File: config.mk
export PLATFORM = sky130hd
export DESIGN_NAME = decode_stage
export DESIGN_NICKNAME = d
export VERILOG_FILES = /design/src/design/rv_dec_pkg.sv /design/src/design/decode_stage.sv /design/src/design/imm_gen.sv /design/src/design/flow_mem_decode.sv /design/src/design/alu_ctrl_decode.sv /design/src/design/inst_class_decode.sv
export VERILOG_INCLUDE_DIRS = /design/src /design/src/design
export SDC_FILE = /design/constraint.sdc
export NUM_CORES = 1
export LEC_CHECK = 0
export ABC_AREA = 1
export BUFFER_PORTS_ARGS = -buffer_cell sky130_fd_sc_hd__clkbuf_2
export CAP_MARGIN = 40
export CORE_AREA = 2 2 93 95
export DETAILED_ROUTE_END_ITERATION = 8
export DIE_AREA = 0 0 95 97
export PLACE_DENSITY = 0.73
export SKIP_LAST_GASP = 1
export SYNTH_ARGS = -nofsm -noshare
export SYNTH_HDL_FRONTEND = slang
export SYNTH_HIERARCHICAL = 1
export SYNTH_SLANG_ARGS = --single-unit
File: constraint.sdc
create_clock -name clk_i -period 4.7 [get_ports clk_i]
set_input_delay 0.94 -clock clk_i [delete_from_list [all_inputs] [get_ports clk_i]]
set_output_delay 0.94 -clock clk_i [all_outputs]
set_load 0.01 [all_outputs]
File: src/design/rv_dec_cfg.svh
`ifndef RV_DEC_CFG_SVH
`define RV_DEC_CFG_SVH

// ======================================================================
// widths
// ======================================================================
`define DEC_INST_W      32
`define DEC_XLEN        32
`define DEC_REG_ADDR_W  5
`define DEC_OPC_W       7
`define DEC_FUNCT3_W    3
`define DEC_FUNCT7_W    7
`define DEC_CLS_W       10
`define DEC_ALU_W       11
`define DEC_SRC2_W      3
`define DEC_CMP_W       4
`define DEC_MEM_W       5

// ======================================================================
// major opcodes and special field values
// ======================================================================
`define DEC_OPC_LOAD    7'b0000011
`define DEC_OPC_STORE   7'b0100011
`define DEC_OPC_OP_IMM  7'b0010011
`define DEC_OPC_OP      7'b0110011
`define DEC_OPC_BRANCH  7'b1100011
`define DEC_OPC_JAL     7'b1101111
`define DEC_OPC_JALR    7'b1100111
`define DEC_OPC_LUI     7'b0110111
`define DEC_OPC_AUIPC   7'b0010111
`define DEC_OPC_SYSTEM  7'b1110011
// sub and sra
`define DEC_F7_ALT      7'b0100000
`define DEC_EBREAK_IMM  12'h001

// ======================================================================
// bit positions inside the one-hot control vectors
// ======================================================================
`define DEC_CLS_OP_IMM  0
`define DEC_CLS_OP      1
`define DEC_CLS_LOAD    2
`define DEC_CLS_STORE   3
`define DEC_CLS_BRANCH  4
`define DEC_CLS_JAL     5
`define DEC_CLS_JALR    6
`define DEC_CLS_LUI     7
`define DEC_CLS_AUIPC   8
`define DEC_CLS_SYSTEM  9

`define DEC_ALU_ADD       0
`define DEC_ALU_SUB       1
`define DEC_ALU_SLT       2
`define DEC_ALU_SLTU      3
`define DEC_ALU_OR        4
`define DEC_ALU_AND       5
`define DEC_ALU_XOR       6
`define DEC_ALU_SLL       7
`define DEC_ALU_SRL       8
`define DEC_ALU_SRA       9
`define DEC_ALU_EXPLICIT  10

`define DEC_SRC2_RS2    0
`define DEC_SRC2_IMM    1
`define DEC_SRC2_FOUR   2

`define DEC_CMP_EQ      0
`define DEC_CMP_NEQ     1
`define DEC_CMP_GE      2
`define DEC_CMP_LT      3

`define DEC_MEM_BYTE    0
`define DEC_MEM_HALF    1
`define DEC_MEM_WORD    2
`define DEC_MEM_BYTE_U  3
`define DEC_MEM_HALF_U  4

`endif
File: src/design/rv_dec_pkg.sv
`include "rv_dec_cfg.svh"

package rv_dec_pkg;

    // ==================================================================
    // instruction fields
    // ==================================================================

    // raw instruction word
    typedef logic [`DEC_INST_W-1:0] inst_t;

    // gpr index, rd / rs1 / rs2
    typedef logic [`DEC_REG_ADDR_W-1:0] reg_addr_t;

    // sign-extended immediate
    typedef logic [`DEC_XLEN-1:0] imm_t;

    typedef logic [`DEC_FUNCT3_W-1:0] funct3_t;
    typedef logic [`DEC_FUNCT7_W-1:0] funct7_t;

    // ==================================================================
    // one-hot control groups
    // ==================================================================

    // op_imm, op, load, store, branch, jal, jalr, lui, auipc, system
    typedef logic [`DEC_CLS_W-1:0] inst_class_t;

    // add .. sra plus explicit (operand 2 passed straight through)
    typedef logic [`DEC_ALU_W-1:0] alu_op_t;

    // rs2, imm, constant four
    typedef logic [`DEC_SRC2_W-1:0] alu_src2_t;

    // eq, neq, ge, lt
    typedef logic [`DEC_CMP_W-1:0] br_cmp_t;

    // byte, half, word, byte_u, half_u
    typedef logic [`DEC_MEM_W-1:0] mem_size_t;

endpackage

File: src/design/decode_stage.sv
`timescale 1ns/1ps

module decode_stage (
    input  logic                    clk_i,
    input  logic                    rst_n_i,
    // upstream
    input  logic                    in_valid_i,
    output logic                    in_ready_o,
    input  rv_dec_pkg::inst_t       inst_i,
    // downstream
    output logic                    out_valid_o,
    input  logic                    out_ready_i,
    output rv_dec_pkg::reg_addr_t   rd_o,
    output rv_dec_pkg::reg_addr_t   rs1_o,
    output rv_dec_pkg::reg_addr_t   rs2_o,
    output rv_dec_pkg::alu_op_t     alu_op_o,
    output logic                    src1_pc_o,
    output rv_dec_pkg::alu_src2_t   src2_o,
    output logic                    jump_o,
    output logic                    jump_pc_rel_o,
    output rv_dec_pkg::br_cmp_t     br_cmp_o,
    output logic                    write_gpr_o,
    output logic                    mem_to_reg_o,
    output logic                    write_mem_o,
    output rv_dec_pkg::mem_size_t   mem_size_o,
    output logic                    halt_o,
    output rv_dec_pkg::imm_t        imm_o
);

    import rv_dec_pkg::*;

    inst_class_t cls;
    reg_addr_t   rd;
    reg_addr_t   rs1;
    reg_addr_t   rs2;
    funct3_t     funct3;
    funct7_t     funct7;
    alu_op_t     alu_op;
    logic        src1_pc;
    alu_src2_t   src2;
    logic        jump;
    logic        jump_pc_rel;
    br_cmp_t     br_cmp;
    logic        write_gpr;
    logic        mem_to_reg;
    logic        write_mem;
    mem_size_t   mem_size;
    logic        halt;
    imm_t        imm;
    logic        ebreak;
    logic        out_valid_q;
    logic        accept;

    // ==================================================================
    // combinational decode
    // ==================================================================
    inst_class_decode u_cls (
        .inst_i   (inst_i),
        .cls_o    (cls),
        .rd_o     (rd),
        .rs1_o    (rs1),
        .rs2_o    (rs2),
        .funct3_o (funct3),
        .funct7_o (funct7)
    );

    imm_gen u_imm (
        .inst_i   (inst_i),
        .cls_i    (cls),
        .imm_o    (imm),
        .ebreak_o (ebreak)
    );

    alu_ctrl_decode u_alu (
        .cls_i     (cls),
        .funct3_i  (funct3),
        .funct7_i  (funct7),
        .alu_op_o  (alu_op),
        .src1_pc_o (src1_pc),
        .src2_o    (src2)
    );

    flow_mem_decode u_flow (
        .cls_i         (cls),
        .funct3_i      (funct3),
        .ebreak_i      (ebreak),
        .jump_o        (jump),
        .jump_pc_rel_o (jump_pc_rel),
        .br_cmp_o      (br_cmp),
        .write_gpr_o   (write_gpr),
        .mem_to_reg_o  (mem_to_reg),
        .write_mem_o   (write_mem),
        .mem_size_o    (mem_size),
        .halt_o        (halt)
    );

    // ==================================================================
    // handshake and output register
    // ==================================================================

    // single slot: free when empty or being drained this cycle
    assign in_ready_o  = ~out_valid_q | out_ready_i;
    assign accept      = in_valid_i & in_ready_o;
    assign out_valid_o = out_valid_q;

    always_ff @(posedge clk_i or negedge rst_n_i) begin
        if (!rst_n_i) begin
            out_valid_q <= 1'b0;
        end else if (in_ready_o) begin
            out_valid_q <= in_valid_i;
        end
    end

    // control word, held while stalled
    always_ff @(posedge clk_i) begin
        if (accept) begin
            rd_o          <= rd;
            rs1_o         <= rs1;
            rs2_o         <= rs2;
            alu_op_o      <= alu_op;
            src1_pc_o     <= src1_pc;
            src2_o        <= src2;
            jump_o        <= jump;
            jump_pc_rel_o <= jump_pc_rel;
            br_cmp_o      <= br_cmp;
            write_gpr_o   <= write_gpr;
            mem_to_reg_o  <= mem_to_reg;
            write_mem_o   <= write_mem;
            mem_size_o    <= mem_size;
            halt_o        <= halt;
            imm_o         <= imm;
        end
    end

endmodule

File: src/design/imm_gen.sv
`timescale 1ns/1ps
`include "rv_dec_cfg.svh"

module imm_gen (
    input  rv_dec_pkg::inst_t       inst_i,
    input  rv_dec_pkg::inst_class_t cls_i,
    output rv_dec_pkg::imm_t        imm_o,
    output logic                    ebreak_o
);

    import rv_dec_pkg::*;

    imm_t imm_i_fmt;
    imm_t imm_s_fmt;
    imm_t imm_b_fmt;
    imm_t imm_u_fmt;
    imm_t imm_j_fmt;
    logic sel_i;
    logic sel_u;

    // format layouts, sign taken from bit 31
    assign imm_i_fmt = {{(`DEC_XLEN-12){inst_i[31]}}, inst_i[31:20]};
    assign imm_s_fmt = {{(`DEC_XLEN-12){inst_i[31]}}, inst_i[31:25], inst_i[11:7]};
    assign imm_b_fmt = {{(`DEC_XLEN-12){inst_i[31]}}, inst_i[7], inst_i[30:25],
                        inst_i[11:8], 1'b0};
    assign imm_u_fmt = {{(`DEC_XLEN-32){inst_i[31]}}, inst_i[31:12], 12'b0};
    assign imm_j_fmt = {{(`DEC_XLEN-20){inst_i[31]}}, inst_i[19:12], inst_i[20],
                        inst_i[30:21], 1'b0};

    assign sel_i = cls_i[`DEC_CLS_OP_IMM] | cls_i[`DEC_CLS_LOAD]
                 | cls_i[`DEC_CLS_JALR] | cls_i[`DEC_CLS_SYSTEM];
    assign sel_u = cls_i[`DEC_CLS_LUI] | cls_i[`DEC_CLS_AUIPC];

    // class is one-hot, so and-or muxing is enough; op and unknown give zero
    assign imm_o = ({`DEC_XLEN{sel_i}} & imm_i_fmt)
                 | ({`DEC_XLEN{cls_i[`DEC_CLS_STORE]}} & imm_s_fmt)
                 | ({`DEC_XLEN{cls_i[`DEC_CLS_BRANCH]}} & imm_b_fmt)
                 | ({`DEC_XLEN{sel_u}} & imm_u_fmt)
                 | ({`DEC_XLEN{cls_i[`DEC_CLS_JAL]}} & imm_j_fmt);

    // ebreak lives in the i-immediate field of a system op
    assign ebreak_o = cls_i[`DEC_CLS_SYSTEM]
                    & (inst_i[14:12] == 3'b000)
                    & (inst_i[31:20] == `DEC_EBREAK_IMM);

endmodule

File: src/design/flow_mem_decode.sv
`timescale 1ns/1ps
`include "rv_dec_cfg.svh"

module flow_mem_decode (
    input  rv_dec_pkg::inst_class_t cls_i,
    input  rv_dec_pkg::funct3_t     funct3_i,
    input  logic                    ebreak_i,
    output logic                    jump_o,
    output logic                    jump_pc_rel_o,
    output rv_dec_pkg::br_cmp_t     br_cmp_o,
    output logic                    write_gpr_o,
    output logic                    mem_to_reg_o,
    output logic                    write_mem_o,
    output rv_dec_pkg::mem_size_t   mem_size_o,
    output logic                    halt_o
);

    logic is_br;
    logic is_load;
    logic is_store;
    logic is_mem;

    assign is_br    = cls_i[`DEC_CLS_BRANCH];
    assign is_load  = cls_i[`DEC_CLS_LOAD];
    assign is_store = cls_i[`DEC_CLS_STORE];
    assign is_mem   = is_load | is_store;

    // ==================================================================
    // jumps and branches
    // ==================================================================

    // branches are treated as conditional jumps
    assign jump_o        = cls_i[`DEC_CLS_JAL] | cls_i[`DEC_CLS_JALR] | is_br;
    // jalr target is rs1 + imm, everything else pc + imm
    assign jump_pc_rel_o = cls_i[`DEC_CLS_JAL] | is_br;

    assign br_cmp_o[`DEC_CMP_EQ]  = is_br & (funct3_i == 3'b000);
    assign br_cmp_o[`DEC_CMP_NEQ] = is_br & (funct3_i == 3'b001);
    // signed and unsigned share the compare, alu op picks the flavour
    assign br_cmp_o[`DEC_CMP_LT]  = is_br & ((funct3_i == 3'b100) | (funct3_i == 3'b110));
    assign br_cmp_o[`DEC_CMP_GE]  = is_br & ((funct3_i == 3'b101) | (funct3_i == 3'b111));

    // ==================================================================
    // write-back
    // ==================================================================
    assign write_gpr_o  = ~(is_br | is_store | ebreak_i);
    assign mem_to_reg_o = is_load;

    // ==================================================================
    // memory access
    // ==================================================================
    assign write_mem_o = is_store;

    // signed sizes, loads and stores alike
    assign mem_size_o[`DEC_MEM_BYTE] = is_mem & (funct3_i == 3'b000);
    assign mem_size_o[`DEC_MEM_HALF] = is_mem & (funct3_i == 3'b001);
    assign mem_size_o[`DEC_MEM_WORD] = is_mem & (funct3_i == 3'b010);

    // zero-extending sizes, loads only
    assign mem_size_o[`DEC_MEM_BYTE_U] = is_load & (funct3_i == 3'b100);
    assign mem_size_o[`DEC_MEM_HALF_U] = is_load & (funct3_i == 3'b101);

    // ==================================================================
    // halt
    // ==================================================================
    assign halt_o = ebreak_i;

endmodule

File: src/design/alu_ctrl_decode.sv
`timescale 1ns/1ps
`include "rv_dec_cfg.svh"

module alu_ctrl_decode (
    input  rv_dec_pkg::inst_class_t cls_i,
    input  rv_dec_pkg::funct3_t     funct3_i,
    input  rv_dec_pkg::funct7_t     funct7_i,
    output rv_dec_pkg::alu_op_t     alu_op_o,
    output logic                    src1_pc_o,
    output rv_dec_pkg::alu_src2_t   src2_o
);

    logic is_opi;
    logic is_op;
    logic is_br;
    logic is_arith;
    logic f7_zero;
    logic f7_alt;
    // bit 30 of the instruction
    logic alt_bit;

    assign is_opi   = cls_i[`DEC_CLS_OP_IMM];
    assign is_op    = cls_i[`DEC_CLS_OP];
    assign is_br    = cls_i[`DEC_CLS_BRANCH];
    assign is_arith = is_opi | is_op;
    assign f7_zero  = (funct7_i == '0);
    assign f7_alt   = (funct7_i == `DEC_F7_ALT);
    assign alt_bit  = funct7_i[5];

    // ==================================================================
    // alu operation
    // ==================================================================

    // address math for memory and jumps also uses the adder
    assign alu_op_o[`DEC_ALU_ADD] = (is_opi & (funct3_i == 3'b000))
                                  | (is_op & (funct3_i == 3'b000) & f7_zero)
                                  | cls_i[`DEC_CLS_AUIPC]
                                  | cls_i[`DEC_CLS_LOAD]
                                  | cls_i[`DEC_CLS_STORE]
                                  | cls_i[`DEC_CLS_JAL]
                                  | cls_i[`DEC_CLS_JALR];

    assign alu_op_o[`DEC_ALU_SUB] = is_op & (funct3_i == 3'b000) & f7_alt;

    // signed compare: slt, slti, beq, bne, blt, bge
    assign alu_op_o[`DEC_ALU_SLT] = (is_arith & (funct3_i == 3'b010))
                                  | (is_br & ((funct3_i == 3'b000) | (funct3_i == 3'b001)
                                            | (funct3_i == 3'b100) | (funct3_i == 3'b101)));

    // unsigned compare: sltu, sltiu, bltu, bgeu
    assign alu_op_o[`DEC_ALU_SLTU] = (is_arith & (funct3_i == 3'b011))
                                   | (is_br & ((funct3_i == 3'b110) | (funct3_i == 3'b111)));

    // logic ops
    assign alu_op_o[`DEC_ALU_OR]  = is_arith & (funct3_i == 3'b110);
    assign alu_op_o[`DEC_ALU_AND] = is_arith & (funct3_i == 3'b111);
    assign alu_op_o[`DEC_ALU_XOR] = is_arith & (funct3_i == 3'b100);

    // shifts, arithmetic right when bit 30 is set
    assign alu_op_o[`DEC_ALU_SLL] = is_arith & (funct3_i == 3'b001);
    assign alu_op_o[`DEC_ALU_SRL] = is_arith & (funct3_i == 3'b101) & ~alt_bit;
    assign alu_op_o[`DEC_ALU_SRA] = is_arith & (funct3_i == 3'b101) & alt_bit;

    // lui result is the immediate itself
    assign alu_op_o[`DEC_ALU_EXPLICIT] = cls_i[`DEC_CLS_LUI];

    // ==================================================================
    // operand selects
    // ==================================================================
    assign src1_pc_o = cls_i[`DEC_CLS_AUIPC] | cls_i[`DEC_CLS_JAL] | cls_i[`DEC_CLS_JALR];

    assign src2_o[`DEC_SRC2_RS2]  = is_op | is_br;
    assign src2_o[`DEC_SRC2_IMM]  = is_opi
                                  | cls_i[`DEC_CLS_AUIPC]
                                  | cls_i[`DEC_CLS_LUI]
                                  | cls_i[`DEC_CLS_LOAD]
                                  | cls_i[`DEC_CLS_STORE];
    // link address pc + 4
    assign src2_o[`DEC_SRC2_FOUR] = cls_i[`DEC_CLS_JAL] | cls_i[`DEC_CLS_JALR];

endmodule

File: src/design/inst_class_decode.sv
`timescale 1ns/1ps
`include "rv_dec_cfg.svh"

module inst_class_decode (
    input  rv_dec_pkg::inst_t       inst_i,
    output rv_dec_pkg::inst_class_t cls_o,
    output rv_dec_pkg::reg_addr_t   rd_o,
    output rv_dec_pkg::reg_addr_t   rs1_o,
    output rv_dec_pkg::reg_addr_t   rs2_o,
    output rv_dec_pkg::funct3_t     funct3_o,
    output rv_dec_pkg::funct7_t     funct7_o
);

    logic [`DEC_OPC_W-1:0] opcode;

    // ==================================================================
    // field slicing
    // ==================================================================
    assign opcode   = inst_i[6:0];
    assign rd_o     = inst_i[11:7];
    assign funct3_o = inst_i[14:12];
    assign rs1_o    = inst_i[19:15];
    assign rs2_o    = inst_i[24:20];
    assign funct7_o = inst_i[31:25];

    // ==================================================================
    // class flags
    // ==================================================================

    // full 7-bit compare, so at most one bit is set
    // unknown opcodes leave the whole vector at zero

    // alu forms
    assign cls_o[`DEC_CLS_OP_IMM] = (opcode == `DEC_OPC_OP_IMM);
    assign cls_o[`DEC_CLS_OP]     = (opcode == `DEC_OPC_OP);

    // memory access
    assign cls_o[`DEC_CLS_LOAD]   = (opcode == `DEC_OPC_LOAD);
    assign cls_o[`DEC_CLS_STORE]  = (opcode == `DEC_OPC_STORE);

    // control flow
    assign cls_o[`DEC_CLS_BRANCH] = (opcode == `DEC_OPC_BRANCH);
    assign cls_o[`DEC_CLS_JAL]    = (opcode == `DEC_OPC_JAL);
    assign cls_o[`DEC_CLS_JALR]   = (opcode == `DEC_OPC_JALR);

    // upper immediate
    assign cls_o[`DEC_CLS_LUI]    = (opcode == `DEC_OPC_LUI);
    assign cls_o[`DEC_CLS_AUIPC]  = (opcode == `DEC_OPC_AUIPC);

    // only ebreak is acted on further down
    assign cls_o[`DEC_CLS_SYSTEM] = (opcode == `DEC_OPC_SYSTEM);

endmodule

==> impl_metrics.py <==
metrics = {
    "finish": {
        "drive_above_1_share_pct": 39.3,
        "area_growth_pct": 18.8,
        "fin_nets": 441,
        "utilization_pct": 52.4,
        "nFillCells": 719,
        "diodes": 0,
        "finalNonFillerCells": 515,
    },
    "power_and_ir_drop": {
        "p_comb_share_pct": 8.4,
        "clkPwrFrac_pct": 36.4,
        "p_int_mw": 1.14,
        "powerDensity_nw_per_um2": 344,
        "power.leakage_nw": 2.04,
        "power_frac_seq_pct": 55.2,
        "p_total_mw": 1.47,
        "p_sw_mw": 0.326,
        "ir_worst_vdd_mv": 0.124,
        "sw_frac_of_total_pct": 22.2,
    },
    "sta": {
        "fmax_mhz": 437,
        "setup_viol": 0,
        "final_max_slew_viol_count": 0,
        "fin_tns_setup_ps": 0,
        "rsz0062_at_grt": "no",
        "post-route-period-util_pct": 48.7,
        "worst_pin_slew_ps": 654,
        "finalHoldViolCount": 0,
        "whs_ps": 357,
        "relSlewSlack_pct": 56.4,
        "clock_skew_ps": 11.0,
        "finalCriticalPeriod_ps": 2290,
    },
    "synthesis": {
        "syn_avg_cell_area_um2": 11.5,
        "ys_seq_area_share_pct": 65.1,
        "yosys.cell_count.top_type": "edfxtp_1",
        "synth_area_um2": 3590,
        "yosysUniqueCellTypes": 26,
        "yosys_warnings": 6,
        "yosysTopAreaCellShare_pct": 64.4,
        "yosys-top-cells-area": "edfxtp_1 (64%), nand2_1 (6.7%), buf_4 (6.1%)",
        "synth_nets": 349,
        "async_flop_share_pct": 1.28,
        "synthTopCellsByCount": "edfxtp_1 (77), nand2_1 (64), nor2_1 (48)",
        "synthFlopType": "edfxtp_1",
        "synth_top_cell_by_area": "edfxtp_1",
        "synthCells": 313,
        "synth-edff-count": 77,
        "synth-seq-cells": 78,
    },
    "placement": {
        "gp_congestion": 0.805,
        "dp_hpwl_mm": 5.33,
        "port_buffers": 114,
        "dp_cells": 499,
    },
    "drt": {
        "antenna_left": 0,
        "routed_wl_mm": 7.43,
        "vias": 2444,
        "wl_per_cell_um": 14.4,
        "drtIter0Drc": 129,
        "vias_per_cell": 4.75,
        "first_pass_iters": 4,
        "drc": 0,
    },
    "clock_tree": {
        "cts_hold_buf": 0,
        "cts_tree": "built",
        "clockBufferDepth": 2,
        "htreeDepth": 3,
        "clk_pin_slew_ps": 80,
        "post-cts-setup-buffer-count": 0,
        "insertion_delay_ps": 340,
        "ctsResizeCount": 0,
        "cts_buffers": 9,
        "cts-root-buf": "clkbuf_8",
        "cts_sinks": 78,
    },
    "critical_path": {
        "crit_path_cell_trace": "clkbuf_2 -> inv_1 -> nand2_1 -> clkbuf_2",
        "critical_path.slowest_cell": "clkbuf_2",
        "worst_path_most_repeated_cell": "clkbuf_2",
        "critPathKind": "primary input to output pin",
        "end_kind": "output pin",
        "cp_max_fo": 2,
        "worstPathRequired_ps": 3760,
        "worstPathArrival_ps": 1350,
        "critical-path-max-stage-delay_ps": 140,
        "cp-start-kind": "primary input",
    },
    "grt": {
        "overflow": 0,
        "antenna_found_initial": 0,
        "grt_usage_pct": 16.7,
        "grt_pass1_vias": 2247,
        "grt_start_max_net_pins": 78,
        "grt_pass1_wl_mm": 11.6,
    },
    "die": {
        "coreArea_um2": 8130,
        "die_w_um": 95,
        "die_h_um": 97,
        "io_pins": 115,
        "std_cell_rows": 33,
        "start_util_pct": 44.1,
        "die_area_um2": 9220,
    },
    "status": {
        "status": "finished clean",
    },
    "run": {
        "drv_cap": 0,
    },
    "min_path": {
        "min_path_type": "primary input to asynchronous set/reset pin",
    },
}
cells by family (layout without fill, tap and decap cells):
logic type,Yosys count,in the layout,share of synthesized area (%)
AOI/OAI and AO/OA,11,11,1.57
and+or+nand+nor,160,160,22.4
DFF,78,78,65.1
buffers and inverters,64,161,10.9
cell usage in the layout (no fill, tap or decap), types with 3 or more instances in the layout:
cell type    n
inv_1       28
nor3_2       4
nand3_2     13
nor2_1      48
o21ai_0      9
edfxtp_1    77
nand2_1     64
nor3_1       4
nand4_1      3
clkbuf_2   114
nand3_1     11
clkbuf_8     9
nor2_4       4
sequential cells by signal (all words and copies together) (netlist names):
name and flops:
rs1_o 5, jump_o 1, src2_o 3, halt_o 1
write_gpr_o 1, src1_pc_o 1, jump_pc_rel_o 1, imm_o 32
rd_o 5, write_mem_o 1, out_valid_o 1, mem_size_o 5
mem_to_reg_o 1, alu_op_o 11, rs2_o 5, br_cmp_o 4
per-stage QoR:
stage / setup WS, ps / cell area (um2)
after global routing: 2390 / 4260
after detailed placement: 2210 / 4050
after floorplan: 1030 / 3590
final: 2410 / 4260
after global placement: 1910 / 4040
after CTS: 2420 / 4260
power by group through the flow:
stage	Clock (mW)	Combinational [mW]	Sequential, mW
2_1_floorplan	0	0.0559	0.843
3_3_place_gp	0	0.122	0.824
3_5_place_dp	0	0.125	0.825
4_1_cts	0.547	0.126	0.810
5_1_grt	0.578	0.138	0.812
6_report	0.533	0.124	0.809
per-layer routing:
metal / share of wire [%] / vias up / global-route usage, %
li1: - / 1201 / -
met5: 0 / - / 0
met1: 44 / 1149 / 23.1
met3: 5.7 / 7 / 3.27
met2: 49 / 87 / 25.8
met4: 1.1 / 0 / 6.24
worst paths after layout:
path                                         startpoint                      end  slack, ps  cells after the start
worst min register to register  out_valid_o$_DFFE_PN0P_  out_valid_o$_DFFE_PN0P_        600                      2
max in group asynchronous                       rst_n_i  out_valid_o$_DFFE_PN0P_       4260                      1
min in group clk_i              out_valid_o$_DFFE_PN0P_  out_valid_o$_DFFE_PN0P_        600                      2
worst max register to register  out_valid_o$_DFFE_PN0P_      imm_o[12]$_DFFE_PP_       3340                      2
worst max-delay path                        out_ready_i               in_ready_o       2410                      4
worst min-delay path                            rst_n_i  out_valid_o$_DFFE_PN0P_        360                      1
area by class of cell:
class | instances | area [um2] | area share [%]
Timing Repair Buffer | 116 | 598 | 14.0
Clock buffer | 10 | 128 | 2.99
Tap cell | 105 | 131 | 3.08
Inverter | 29 | 109 | 2.55
Sequential cell | 78 | 2340 | 54.8
Clock inverter | 6 | 86.3 | 2.03
Multi-Input combinational cell | 171 | 873 | 20.5
worst max-delay path, delay by kind of cell:
kind                   cells  cell delay [ps]
buffers and inverters      3              320
and+or+nand+nor            1               80
No activity file was read; power rests on OpenSTA's default activity.
